[src/hdl/rv_mem_pkg.sv]
package rv_mem_pkg;

    // data path width of the core
    localparam int XLEN = 32;

    // one write enable per byte of a word
    localparam int NUM_LANES = XLEN / 8;

    // 4 KiB of byte addressable memory
    localparam int BYTE_ADDR_W = 12;

    // word index drops the two byte offset bits
    localparam int WORD_ADDR_W = BYTE_ADDR_W - 2;

    // number of words held by each ram lane
    localparam int MEM_WORDS = 1 << WORD_ADDR_W;

    // one data word
    typedef logic [XLEN-1:0] word_t;

    // byte address as seen by fetch and load/store
    typedef logic [BYTE_ADDR_W-1:0] byte_addr_t;

    // word index into the ram
    typedef logic [WORD_ADDR_W-1:0] word_addr_t;

    // byte lane write enables, bit 0 is the lowest byte
    typedef logic [NUM_LANES-1:0] byte_en_t;

    // first address fetched after reset
    localparam byte_addr_t RESET_PC = '0;

    // sequential fetch advances one word per cycle
    localparam byte_addr_t PC_STEP = byte_addr_t'(4);

    // memory operation code
    // loads first, then stores
    typedef enum logic [2:0] {
        op_lb  = 3'd0,
        op_lh  = 3'd1,
        op_lw  = 3'd2,
        op_lbu = 3'd3,
        op_lhu = 3'd4,
        op_sb  = 3'd5,
        op_sh  = 3'd6,
        op_sw  = 3'd7
    } mem_op_e;

    // load/store request presented with the strobe
    // wdata is only meaningful for stores
    // and is kept in the low bytes, unshifted
    typedef struct packed {
        mem_op_e    op;
        byte_addr_t addr;
        word_t      wdata;
    } mem_req_t;

endpackage

[src/hdl/load_store_unit.sv]
`timescale 1ns/1ps

module load_store_unit (
    input  logic                   clk,
    input  logic                   i_arst_n,
    // request strobe from the core
    input  logic                   i_mem_req_valid,
    input  rv_mem_pkg::mem_req_t   i_mem_req,
    // ram data port
    output logic                   o_ram_en,
    output rv_mem_pkg::byte_en_t   o_ram_we,
    output rv_mem_pkg::word_addr_t o_ram_addr,
    output rv_mem_pkg::word_t      o_ram_wdata,
    input  rv_mem_pkg::word_t      i_ram_rdata,
    // responses
    output logic                   o_load_valid,
    output rv_mem_pkg::word_t      o_load_data,
    output logic                   o_misaligned
);

    // lanes covered by the access when placed at offset 0
    rv_mem_pkg::byte_en_t base_mask;
    logic                 req_store;
    logic [1:0]           req_off;
    logic                 req_misaligned;
    // aligned request that reaches the ram
    logic                 req_go;

    // load context held for the response cycle
    rv_mem_pkg::mem_op_e  load_op;
    logic [1:0]           load_off;
    // read word with the addressed byte moved to lane 0
    rv_mem_pkg::word_t    load_lane;

    assign req_off = i_mem_req.addr[1:0];

    // size and direction from the op
    always_comb begin
        base_mask = 4'b1111;
        req_store = 1'b0;
        case (i_mem_req.op)
            rv_mem_pkg::op_lb,
            rv_mem_pkg::op_lbu: base_mask = 4'b0001;
            rv_mem_pkg::op_lh,
            rv_mem_pkg::op_lhu: base_mask = 4'b0011;
            rv_mem_pkg::op_lw:  base_mask = 4'b1111;
            rv_mem_pkg::op_sb: begin
                base_mask = 4'b0001;
                req_store = 1'b1;
            end
            rv_mem_pkg::op_sh: begin
                base_mask = 4'b0011;
                req_store = 1'b1;
            end
            default: begin
                base_mask = 4'b1111;
                req_store = 1'b1;
            end
        endcase
    end

    // half and word need an even address
    // word also needs bit 1 clear
    assign req_misaligned = (base_mask[1] && req_off[0]) || (base_mask[2] && req_off[1]);
    assign req_go         = i_mem_req_valid && !req_misaligned;

    // ram side is driven straight from the request
    // a store lands on the edge that samples the strobe
    assign o_ram_en    = req_go;
    assign o_ram_addr  = i_mem_req.addr[rv_mem_pkg::BYTE_ADDR_W-1:2];
    assign o_ram_we    = (req_go && req_store) ? (base_mask << req_off) : '0;
    assign o_ram_wdata = i_mem_req.wdata << {req_off, 3'b000};

    // response strobes
    always_ff @(posedge clk or negedge i_arst_n) begin
        if (!i_arst_n) begin
            o_load_valid <= 1'b0;
            o_misaligned <= 1'b0;
        end else begin
            o_load_valid <= req_go && !req_store;
            o_misaligned <= i_mem_req_valid && req_misaligned;
        end
    end

    // op and byte offset follow the read into the next cycle
    always_ff @(posedge clk) begin
        if (req_go && !req_store) begin
            load_op  <= i_mem_req.op;
            load_off <= req_off;
        end
    end

    // pick the lane from the registered ram word
    assign load_lane = i_ram_rdata >> {load_off, 3'b000};

    // sign or zero extension by op
    always_comb begin
        case (load_op)
            rv_mem_pkg::op_lb:  o_load_data = {{24{load_lane[7]}}, load_lane[7:0]};
            rv_mem_pkg::op_lh:  o_load_data = {{16{load_lane[15]}}, load_lane[15:0]};
            rv_mem_pkg::op_lbu: o_load_data = {24'h000000, load_lane[7:0]};
            rv_mem_pkg::op_lhu: o_load_data = {16'h0000, load_lane[15:0]};
            // lw, offset is always zero here
            default:            o_load_data = load_lane;
        endcase
    end

    // one request per cycle gives exactly one kind of response
    a_one_response : assert property (
        @(posedge clk) disable iff (!i_arst_n)
        !(o_load_valid && o_misaligned)
    ) else $error("load_store_unit: load response and misaligned flag together");

endmodule

[config.mk]
export PLATFORM = sky130hd
export DESIGN_NAME = load_store_unit
export DESIGN_NICKNAME = d
export VERILOG_FILES = /design/src/hdl/rv_mem_pkg.sv /design/src/hdl/load_store_unit.sv
export SDC_FILE = /design/constraint.sdc
export NUM_CORES = 1
export LEC_CHECK = 0
export ABC_AREA = 1
export ABC_CLOCK_PERIOD_IN_PS = 1200
export BUFFER_PORTS_ARGS = -buffer_cell sky130_fd_sc_hd__buf_2
export CAP_MARGIN = 0
export CORE_MARGIN = 2
export CORE_UTILIZATION = 33
export DETAILED_ROUTE_END_ITERATION = 16
export GPL_TIMING_DRIVEN = 0
export PLACE_DENSITY = 0.78
export REMOVE_ABC_BUFFERS = 1
export SYNTH_ARGS = -nofsm -noshare
export SYNTH_HDL_FRONTEND = slang
export SYNTH_SLANG_ARGS = --single-unit
export TNS_END_PERCENT = 20
[constraint.sdc]
create_clock -name clk -period 1.2 [get_ports clk]
set_input_delay 0 -clock clk [delete_from_list [all_inputs] [get_ports clk]]
set_output_delay 0 -clock clk [all_outputs]
set_load 0.05 [all_outputs]
==> impl_metrics.py <==
metrics = {
    "setup_path": {
        "path_max_fanout": 12,
        "cpPeakStageDelay_ps": 560,
        "crit_start": "load_off[0]$_DFFE_PP_",
        "endpoint": "o_load_data[26]",
        "critPathLaunchType": "flip-flop",
        "crit_slowest_cell": "edfxtp_1",
        "crit_type": "flip-flop to primary output",
        "critPathBufInv": 2,
        "cp.required_ps": 1200,
        "worstPathArrival_ps": 1790,
        "cp.depth": 8,
        "path_cells": "nand2_1 > o21ai_2 > nor2_1 > a21oi_2 > buf_4 > nand2_8 > nand3_1 > buf_6",
        "endpoint_kind": "primary output",
        "cpLargestDelayFamily": "flip-flops",
    },
    "sta": {
        "rsz0062_at_grt": "true",
        "worst_slack_ps": -589,
        "hold_viol": 0,
        "fmax_mhz": 559,
        "worst_pin_slew_ps": 373,
        "maxSlewHeadroom_pct": 74.9,
        "final.min_clock_period_ps": 1790,
        "setup_viol": 32,
        "setup-tns-final_ps": -16990,
        "min_period_over_period_pct": 149,
        "finalMaxSlewViolations": 0,
    },
    "floorplanning": {
        "dieArea_sq_um": 5590,
        "dieWidth_microns": 74.7,
        "row_count": 25,
        "core-area_sq_um": 4790,
        "die_h_microns": 74.7,
        "initial_core_util_pct": 34.5,
        "io_pins": 163,
    },
    "synth": {
        "synth_area_sq_um": 1650,
        "synthCells": 313,
        "ys_ff_latch": 7,
        "seq_area_frac_synth_pct": 12.1,
        "avgSynthCellArea_sq_um": 5.28,
        "yosysTopAreaCell": "nand2_1",
        "synth_edf_count": 5,
        "synth_area_leaders": "nand2_1 17%, nor2_1 12%, o21ai_0 11%",
        "yosysWarnings": 0,
        "yosys-top-cells-count": "74 x nand2_1, 54 x nor2_1, 35 x o21ai_0, 33 x inv_1, 29 x nand3_1",
        "post-synth-top-count-cell": "nand2_1",
        "synth_top_cell_area_share_pct": 16.8,
        "yosysUniqueCellTypes": 23,
        "synth_top_flop_cell": "edfxtp_1",
        "synthArstFlopShare_pct": 28.6,
    },
    "outcome": {
        "violations": "negative setup slack",
        "status": "complete, but fails checks",
    },
    "power_and_ir_drop": {
        "power_density_nw_per_um2": 1030,
        "netSwitchingFraction_pct": 57.6,
        "leakagePower_nw": 1.58,
        "p_sw_mw": 1.69,
        "vdd_drop_max_v": 0.000465,
        "seq_power_share_pct": 10.4,
        "clock_power_share_pct": 11.1,
        "intPower_mw": 1.25,
        "pwr-share-comb_pct": 78.5,
    },
    "clock_network": {
        "clock_path_buffers": 2,
        "cts_tree": "yes",
        "h-tree-depth": 1,
        "root_buffer": "clkbuf_8",
        "cts_sinks": 7,
        "cts.clk_slew.worst_paths_ps": 40,
        "numCtsBuffers": 3,
    },
    "final_layout": {
        "nFillCells": 429,
        "multiInputGateArea_sq_um": 1280,
        "ff_latch_area_sq_um": 200,
        "area_growth_pct": 73.0,
        "final_nets": 531,
        "drive_gt1_share_pct": 43.8,
        "diodes": 0,
    },
    "drt": {
        "drt_iter0_drc": 182,
        "wire_per_inst_microns": 14.6,
        "dr_total_vias": 2789,
        "viasPerCell": 5.42,
        "final_antenna_net_count": 0,
        "drc": 0,
        "dr.pass1.iters": 5,
        "drt_wl_total_microns": 7510,
    },
    "place": {
        "io_buffer_count": 142,
        "dp_slack_ps": -1200,
        "place_congestion": 0.799,
        "hpwl_microns": 4630,
    },
    "global_route": {
        "grt_pass1_wl_microns": 10800,
        "grt_use_total_pct": 24.3,
        "grt_pass1_vias": 2504,
        "grt_max_degree": 38,
        "grt_antenna_before_repair": 0,
        "grt_overflow": 0,
    },
    "hold_path": {
        "hold_path_class": "input port to primary output",
    },
    "run": {
        "max-cap-violations": 0,
    },
}
==> logic make-up after synthesis <==
| group | share of synthesized area [%] |
|---|---|
| buffers and inverters | 20.2 |
| and+or+nand+nor | 39.4 |
| DFF | 12.1 |
| AOI/OAI and AO/OA | 28.3 |
==> routing by layer <==
layer  global-route usage [%]  part of all wire [%]  up-vias
met5                     2.78                     0        -
met4                     9.72                   3.0        0
met3                     6.56                    12       26
met2                     46.1                    49      233
met1                     24.9                    36     1233
li1                         -                     -     1297
==> layout make-up <==
| type | instances | share of cell area [%] |
|---|---|---|
| Tap cell | 67 | 2.93 |
| Inverter | 36 | 5.21 |
| Multi-Input combinational cell | 242 | 44.8 |
| Timing Repair Buffer | 159 | 38.5 |
| Sequential cell | 7 | 7.01 |
| Clock buffer | 4 | 1.58 |
==> cell usage in the layout, fill, tap and decap left out <==
cell           count
buf_2            101
nand2_1           71
nor2_1            43
inv_1             32
buf_6             29
nand3_1           28
buf_4             19
o21ai_0           17
a21oi_1           17
a22oi_1           15
o21ai_2            9
o21ai_1            8
nor2_2             8
o32ai_1            6
edfxtp_1           5
nor2_4             4
buf_8              4
nand2_2            3
clkbuf_8           3
dlygate4sd3_1      3
a21oi_2            2
nand2_8            2
nand2_4            2
o22ai_1            2
dfrtp_1            2
clkbuf_4           2
inv_4              1
clkinvlp_4         1
or2_4              1
o211ai_1           1
o21a_1             1
o21ai_4            1
inv_8              1
inv_2              1
nand3_2            1
clkbuf_1           1
buf_12             1
==> per-stage QoR <==
stage	std cells	hold WS, ps	power [mW]	util, %	area (sq um)
finish	515	0.383	2.94	59.7	2860
global route	515	0.297	3.09	59.7	2860
CTS	515	0.428	2.83	57.6	2760
detailed placement	492	-204	2.12	47.0	2250
global placement	492	-216	2.11	47.0	2250
floorplan	283	-296	1.64	-	1450
==> flip-flops by register name, indices dropped and copies added (netlist names) <==
| signal | flops |
|---|---|
| o_misaligned | 1 |
| load_op | 3 |
| load_off | 2 |
| o_load_valid | 1 |
==> timing repair <==
action                     4_1_cts  5_1_grt
cloned                           2        0
hold buffers                     3        0
setup endpoints to repair       60       46
gates resized for setup        110       35
pin swaps                        9        4
hold endpoints to repair         4        0
setup buffers                   14        0
==> power by group through the flow <==
stage          logic, mW  registers, mW  clock network (mW)
2_1_floorplan       1.30          0.339                   0
5_1_grt             2.43          0.309               0.350
3_3_place_gp        1.77          0.334                   0
4_1_cts             2.19          0.307               0.333
3_5_place_dp        1.79          0.337                   0
6_report            2.31          0.307               0.326
==> how the worst min path moves through the flow <==
stage                  start                     end  slack, ps  cells after the start
4_1_cts        i_mem_req[39]           o_ram_addr[5]        0.4                      0
6_report       i_mem_req[34]           o_ram_addr[0]        0.4                      0
3_3_place_gp        i_arst_n  o_load_valid$_DFF_PN0_       -220                      1
2_1_floorplan       i_arst_n  o_load_valid$_DFF_PN0_       -300                      0
5_1_grt        i_mem_req[39]           o_ram_addr[5]        0.3                      0
3_5_place_dp        i_arst_n  o_load_valid$_DFF_PN0_       -200                      1
No activity file was read; power rests on OpenSTA's default activity.
