**src/hdl/rv_mem_pkg.sv**
```systemverilog
package rv_mem_pkg;

    // data path width of the core
    localparam int XLEN = 32;

    // one write enable per byte of a word
    localparam int NUM_LANES = XLEN / 8;

    // 4 KiB of byte addressable memory
    localparam int BYTE_ADDR_W = 12;

    // word index drops the two byte offset bits
    localparam int WORD_ADDR_W = BYTE_ADDR_W - 2;

    // number of words held by each ram lane
    localparam int MEM_WORDS = 1 << WORD_ADDR_W;

    // one data word
    typedef logic [XLEN-1:0] word_t;

    // byte address as seen by fetch and load/store
    typedef logic [BYTE_ADDR_W-1:0] byte_addr_t;

    // word index into the ram
    typedef logic [WORD_ADDR_W-1:0] word_addr_t;

    // byte lane write enables, bit 0 is the lowest byte
    typedef logic [NUM_LANES-1:0] byte_en_t;

    // first address fetched after reset
    localparam byte_addr_t RESET_PC = '0;

    // sequential fetch advances one word per cycle
    localparam byte_addr_t PC_STEP = byte_addr_t'(4);

    // memory operation code
    // loads first, then stores
    typedef enum logic [2:0] {
        op_lb  = 3'd0,
        op_lh  = 3'd1,
        op_lw  = 3'd2,
        op_lbu = 3'd3,
        op_lhu = 3'd4,
        op_sb  = 3'd5,
        op_sh  = 3'd6,
        op_sw  = 3'd7
    } mem_op_e;

    // load/store request presented with the strobe
    // wdata is only meaningful for stores
    // and is kept in the low bytes, unshifted
    typedef struct packed {
        mem_op_e    op;
        byte_addr_t addr;
        word_t      wdata;
    } mem_req_t;

endpackage

```
**src/hdl/fetch_unit.sv**
```systemverilog
`timescale 1ns/1ps

module fetch_unit (
    input  logic                   clk,
    input  logic                   i_arst_n,
    input  logic                   i_fetch_en,
    input  logic                   i_redirect,
    input  rv_mem_pkg::byte_addr_t i_redirect_pc,
    // ram instruction port
    output rv_mem_pkg::word_addr_t o_if_addr,
    input  rv_mem_pkg::word_t      i_if_data,
    // fetched instruction
    output logic                   o_instr_valid,
    output rv_mem_pkg::word_t      o_instr,
    output rv_mem_pkg::byte_addr_t o_instr_pc
);

    // next pc to issue when no redirect arrives
    rv_mem_pkg::byte_addr_t pc;
    // address presented to the ram this cycle
    rv_mem_pkg::byte_addr_t issue_pc;
    // pc of the word now coming out of the ram
    rv_mem_pkg::byte_addr_t inflight_pc;
    logic                   inflight_valid;

    // redirect target bypasses the pc register
    // so the target is issued in the redirect cycle itself
    assign issue_pc  = i_redirect ? i_redirect_pc : pc;
    assign o_if_addr = issue_pc[rv_mem_pkg::BYTE_ADDR_W-1:2];

    always_ff @(posedge clk or negedge i_arst_n) begin
        if (!i_arst_n) begin
            pc             <= rv_mem_pkg::RESET_PC;
            inflight_valid <= 1'b0;
        end else begin
            // step past the issued word, or just park on the target
            if (i_fetch_en) begin
                pc <= issue_pc + rv_mem_pkg::PC_STEP;
            end else if (i_redirect) begin
                pc <= i_redirect_pc;
            end
            inflight_valid <= i_fetch_en;
        end
    end

    // tag travelling with the ram read
    always_ff @(posedge clk) begin
        inflight_pc <= issue_pc;
    end

    // the word issued before a redirect is on the old path
    // drop it in the redirect cycle so it is never reported
    assign o_instr_valid = inflight_valid && !i_redirect;
    assign o_instr       = i_if_data;
    assign o_instr_pc    = inflight_pc;

    // redirect targets come from aligned branch/jump results
    a_redirect_aligned : assert property (
        @(posedge clk) disable iff (!i_arst_n)
        i_redirect |-> (i_redirect_pc[1:0] == 2'b00)
    ) else $error("fetch_unit: unaligned redirect target");

    a_issue_aligned : assert property (
        @(posedge clk) disable iff (!i_arst_n)
        i_fetch_en |-> (issue_pc[1:0] == 2'b00)
    ) else $error("fetch_unit: unaligned fetch address");

endmodule

```
**config.mk**
```make
export PLATFORM = sky130hd
export DESIGN_NAME = fetch_unit
export DESIGN_NICKNAME = d
export VERILOG_FILES = /design/src/hdl/rv_mem_pkg.sv /design/src/hdl/fetch_unit.sv
export SDC_FILE = /design/constraint.sdc
export NUM_CORES = 1
export LEC_CHECK = 0
export BUFFER_PORTS_ARGS = -buffer_cell sky130_fd_sc_hd__buf_4
export CORE_ASPECT_RATIO = 2
export CORE_MARGIN = 2
export CORE_UTILIZATION = 40
export CTS_BUF_LIST = sky130_fd_sc_hd__clkbuf_4
export DETAILED_ROUTE_END_ITERATION = 10
export PLACE_DENSITY_LB_ADDON = 0.08
export SYNTH_ARGS = -nofsm -noshare
export SYNTH_HDL_FRONTEND = slang
export SYNTH_SLANG_ARGS = --single-unit
```
**constraint.sdc**
```tcl
create_clock -name clk -period 1.6 [get_ports clk]
set_clock_uncertainty 0.1 [all_clocks]
set_input_delay 0.08 -clock clk [delete_from_list [all_inputs] [get_ports clk]]
set_output_delay 0.08 -clock clk [all_outputs]
set_load 0.005 [all_outputs]
```
==> results of run 1 <==
[layout by cell type (no fill, tap or decap), drive strengths merged, types with 2 or more instances in the layout]
cell and instances:
buf 40, dlygate4sd3 15, dfrtp 13, dfxtp 12, mux2 8, nand2 7, xnor2 6, inv 4
nand4 4, mux2i 4, xor2 3, clkbuf 3, nand4b 2, nand3 2
[final timing paths]
path | from | end | slack, ns
max in group asynchronous | i_arst_n | pc[3] | 1.22
worst min-delay path | i_arst_n | pc[10] | 0.01
worst max-delay path | i_redirect_pc[2] | pc[3] | 0.12
min in group clk | i_redirect | o_instr_pc[11] | 0.02
worst min register to register | pc[1] | o_instr_pc[1] | 0.41
worst max register to register | pc[2] | pc[3] | 0.13
[registers in the layout, summed over array words and instances, names as in the netlist]
signal and count:
inflight_valid 1, o_instr_pc 12, pc 12
[power by group]
part | internal, mW | switching, mW | total [mW]
Combinational | 0.223 | 0.163 | 0.386
Sequential | 0.719 | 0.0308 | 0.750
Clock | 0.0956 | 0.200 | 0.296
Total | 1.04 | 0.394 | 1.43
[cell usage after synthesis (2+ instances only)]
cell type,n
buf_4,42
dfrtp_1,13
dfxtp_1,12
mux2_2,7
nand2_1,7
xnor2_1,6
inv_1,4
nand4_1,3
xor2_1,3
buf_6,2
mux2i_1,2
mux2i_2,2
nand3_1,2
nand4b_1,2
[kinds of logic after synthesis]
| logic type | share of synthesized area |
|---|---|
| AOI/OAI and AO/OA | 0.0258 |
| xor gates and xnor gates | 0.0602 |
| adders and majority gates | 0.00955 |
| buffers and inverters | 0.273 |
| DFF | 0.432 |
| muxes | 0.108 |
| and+or+nand+nor | 0.0917 |
[layout make-up]
type	instances	area (sq um)
Timing Repair Buffer	55	450
Tap cell	31	38.8
Multi-Input combinational cell	44	387
Clock inverter	1	7.51
Sequential cell	25	566
Fill cell	301	1670
Clock buffer	3	22.5
Inverter	4	15.0
[metal layers]
layer,global-route usage,part of all wire,up-vias
li1,-,-,367
met1,0.133,0.35,362
met2,0.213,0.54,55
met3,0.0447,0.092,6
met4,0.0744,0.018,0
met5,0,0,-
[through the flow]
stage	utilization	hold WS [ns]	power (mW)	std cells	setup slack, ns
final	0.471	0.0136	1.43	163	0.116
after global routing	0.471	0.0173	1.52	163	0.0453
after CTS	0.471	0.00584	1.46	163	0.118
after detailed placement	0.414	-0.163	1.13	144	0.150
after global placement	0.414	-0.158	1.12	144	0.194
after floorplan	-	-0.316	1.05	118	0.135
==> results.toml, run 1 <==
[outcome]
outcome = "finished, final reports clean"

[worst_setup_path]
arrival_ns = 1.61
critPathSlowestCell = "dlygate4sd3_1"
path_cells = "dlygate4sd3_1 > buf_4 > mux2_2 > ha_1 > mux2_2"
path_buf_inv = 2
startpoint_type = "primary input"
path_depth = 5
cp_common_cell = "mux2_2"
critPathMaxStageDelay_ns = 0.53
crit_required_ns = 1.73
worstSetupEndpointType = "flop"
rr_worst_depth = 3
crit_family = "buffers and inverters"
path_class = "primary input to flop"
crit_fanout = 4

[finish]
synthToLayoutAreaGrowth_pct = 13.5
layout.nets = 182
drive_gt1_frac = 0.439
fin_area_sq_um = 1490
antenna_cells = 0

[yosys]
synth.avg_cell_area_sq_um = 11.1
synthFlopType = "dfrtp_1"
synth-seq-cells = 25
synth_edf_count = 0
yosys.cell_types.count = 25
async_flop_share = 0.520
synth-seq-area-share = 0.432
synth_fp_nets = 167
syn_inst = 118
synth.cell_area_sq_um = 1310
yosys.area.top_type = "dfrtp_1"
synthTopCellsByArea = "dfrtp_1 25%, buf_4 24%, dfxtp_1 18%"
synthDominantCellAreaShare = 0.248
ys_warn_count = 0

[hold_path]
hold_class = "primary input to async pin"

[placement]
numPortBuffers = 38
gp_congestion = 0.800
post-dp-hpwl_mm = 1.72
post_dp_cell_area_sq_um = 1310

[clock_network]
cts_max_level = 1
cts_resized = 0
cts_hold_buf = 15
cts_tree = "built"
cts_root_buf = "clkbuf_4"
cts.sinks = 25
clk_pin_slew_ns = 0.14
cts_buffers = 3
cts_buffer_depth = 2
postCtsSetupBuffers = 0
clk_latency_ns = 0.32

[timing]
maxSlewHeadroom = 0.792
period_share = 0.927
layout_min_cycle_time_ns = 1.48
setup_viol = 0
hold_viol = 0
rsz0062_at_grt = "false"
drv_slew = 0
tightest_slew_ns = 0.305
max_freq_mhz = 674
fin_setup_tns_ns = 0

[flow_run]
drv_cap = 0

[floorplanning]
die_w_um = 44.5
num_io_pins = 103
coreArea_sq_um = 3160
initial_core_util = 0.415
rows = 29
chipHeight_um = 84.9
dieArea_sq_um = 3780

[route]
wire_per_inst_um = 14.0
dr_total_vias = 790
viasPerCell = 4.85
routed_wl_mm = 2.28
initialDrtViolationCount = 10
remaining_drc_errors = 0
firstDrtPassIters = 4
ant_nets = 0

[global_routing]
grt.total_usage = 0.129
overflow = 0
grt_antenna_before_repair = 0
grt_pass1_wl_mm = 3.62
grt_pass1_vias = 782
grt_max_degree = 16

[power]
ir_drop_uv = 441
leakage_nw = 0.677
power_density_nw_per_um2 = 963
(Power assumes the default switching activity.)
==> run 2: changes to the inputs <==
==> constraint.sdc (replaced) <==
create_clock -name clk -period 1.6 [get_ports clk]
set_clock_uncertainty 0.1 [all_clocks]
set_input_delay 0.16 -clock clk [delete_from_list [all_inputs] [get_ports clk]]
set_output_delay 0.16 -clock clk [all_outputs]
set_load 0.005 [all_outputs]
==> results.toml, run 2 (synthesis gave the netlist of run 1 again) <==
[finish]
mostFrequentLayoutCells = "40 x buf_4, 13 x dfrtp_1, 12 x dfxtp_1"
layout.nets = 172
antenna_cells = 0
drive_gt1_frac = 0.475
synthToLayoutAreaGrowth_pct = 5.64
final_common_cell = "buf_4"
fillers = 322

[hold_path]
hold_end = "o_instr_pc[5]"
hold_class = "primary input to flop"
min_from = "i_redirect_pc[5]"
hold-path-cell-count = 2

[timing]
maxSlewHeadroom = 0.802
fin_setup_tns_ns = 0
drv_slew = 0
hold_viol = 0
rsz0062_at_grt = "false"
tightest_slew_ns = 0.292
setup_viol = 0
timing.final.ws_setup_ns = 0.0953
max_freq_mhz = 665
whs_ns = 0.0320
layout_min_cycle_time_ns = 1.50
period_share = 0.940

[route]
wl_met3_um = 207
firstDrtPassIters = 4
met2_length_mm = 1.24
remaining_drc_errors = 0
viasPerCell = 5.03
routed_wl_mm = 2.33
top_layer_used = "met4"
wire_per_inst_um = 15.2
dr_total_vias = 770
ant_nets = 0
initialDrtViolationCount = 5
routedLengthMet1_um = 842

[clock_network]
cts_hold_buf = 5
cts_buffers = 3
cts_tree = "built"
cts_buffer_depth = 2
clk_latency_ns = 0.32
clk_pin_slew_ns = 0.14
cts.sinks = 25
cts_max_level = 1
cts_root_buf = "clkbuf_4"
postCtsSetupBuffers = 0
cts_resized = 0

[floorplanning]
dieArea_sq_um = 3780
initial_core_util = 0.415
rows = 29
coreArea_sq_um = 3160
num_io_pins = 103
die_w_um = 44.5
chipHeight_um = 84.9

[global_routing]
grt_max_degree = 15
grt.total_usage = 0.132
grt_pass1_vias = 818
grt_pass1_wl_mm = 3.79
grt_antenna_before_repair = 0
overflow = 0

[worst_setup_path]
crit_required_ns = 1.34
reg2reg_slack_ns = 0.14
crit_fanout = 3
arrival_ns = 1.24
worstSetupEndpointType = "primary output"
rr_worst_depth = 5
r2r-end = "pc[10]"
r2r_start = "pc[2]"
startpoint_type = "flop"
path_class = "flop to primary output"

[flow_run]
drv_cap = 0

[power]
ir_drop_uv = 548
power_density_nw_per_um2 = 1010
leakage_nw = 0.639

[placement]
post-dp-hpwl_mm = 1.80
numPortBuffers = 38
place_ws_ns = 0.150
gp_congestion = 0.761

[outcome]
outcome = "finished, final reports clean"
run 2: cell types whose count changed in the layout (fill, tap and decap cells not counted):
cell           delta
clkinv_2          +1
dlygate4sd3_1    -10
clkinvlp_4        -1
run 2: through the flow:
| stage | cells | power (mW) | cell area (sq um) | utilization |
|---|---|---|---|---|
| after floorplan | 118 | 1.05 | 1310 | - |
| after global placement | 144 | 1.12 | 1310 | 0.414 |
| after detailed placement | 144 | 1.13 | 1310 | 0.414 |
| after CTS | 153 | 1.43 | 1380 | 0.438 |
| after global routing | 153 | 1.49 | 1380 | 0.438 |
| final | 153 | 1.40 | 1380 | 0.438 |
run 2: layer usage:
metal  up-vias  global-route usage
met3         6              0.0426
met4         0              0.0744
met5         -                   0
li1        348                   -
met2        53               0.216
met1       363               0.144
run 2: report_power, final:
| part | switching, mW | total (mW) | internal (mW) |
|---|---|---|---|
| Clock | 0.187 | 0.280 | 0.0935 |
| Sequential | 0.0318 | 0.751 | 0.719 |
| Combinational | 0.160 | 0.366 | 0.206 |
run 2: worst max-delay path by stage:
stage | cells after the start | from | slack (ns) | endpoint
after floorplan | 5 | i_redirect | 0.06 | pc[3]
after global placement | 6 | i_redirect | 0.17 | pc[11]
after detailed placement | 6 | i_redirect | 0.15 | pc[10]
after CTS | 3 | pc[4] | 0.05 | o_if_addr[2]
after global routing | 3 | pc[8] | 0.005 | o_if_addr[6]
final | 3 | pc[4] | 0.1 | o_if_addr[2]
run 2: cell type report:
type / instances / area (sq um) / area share
inverters: 4 / 15.0 / 0.0108
clock buffers: 3 / 22.5 / 0.0163
well taps: 31 / 38.8 / 0.0280
flip-flops and latches: 25 / 566 / 0.409
repair buffers: 45 / 350 / 0.253
clock inverters: 1 / 5.00 / 0.00362
multi-input cells: 44 / 387 / 0.279
run 2: critical path, stage by stage, from the launching register on:
cell,delay [ns]
dfrtp_1,0.42
mux2i_2,0.27
inv_1,0.09
buf_4,0.14
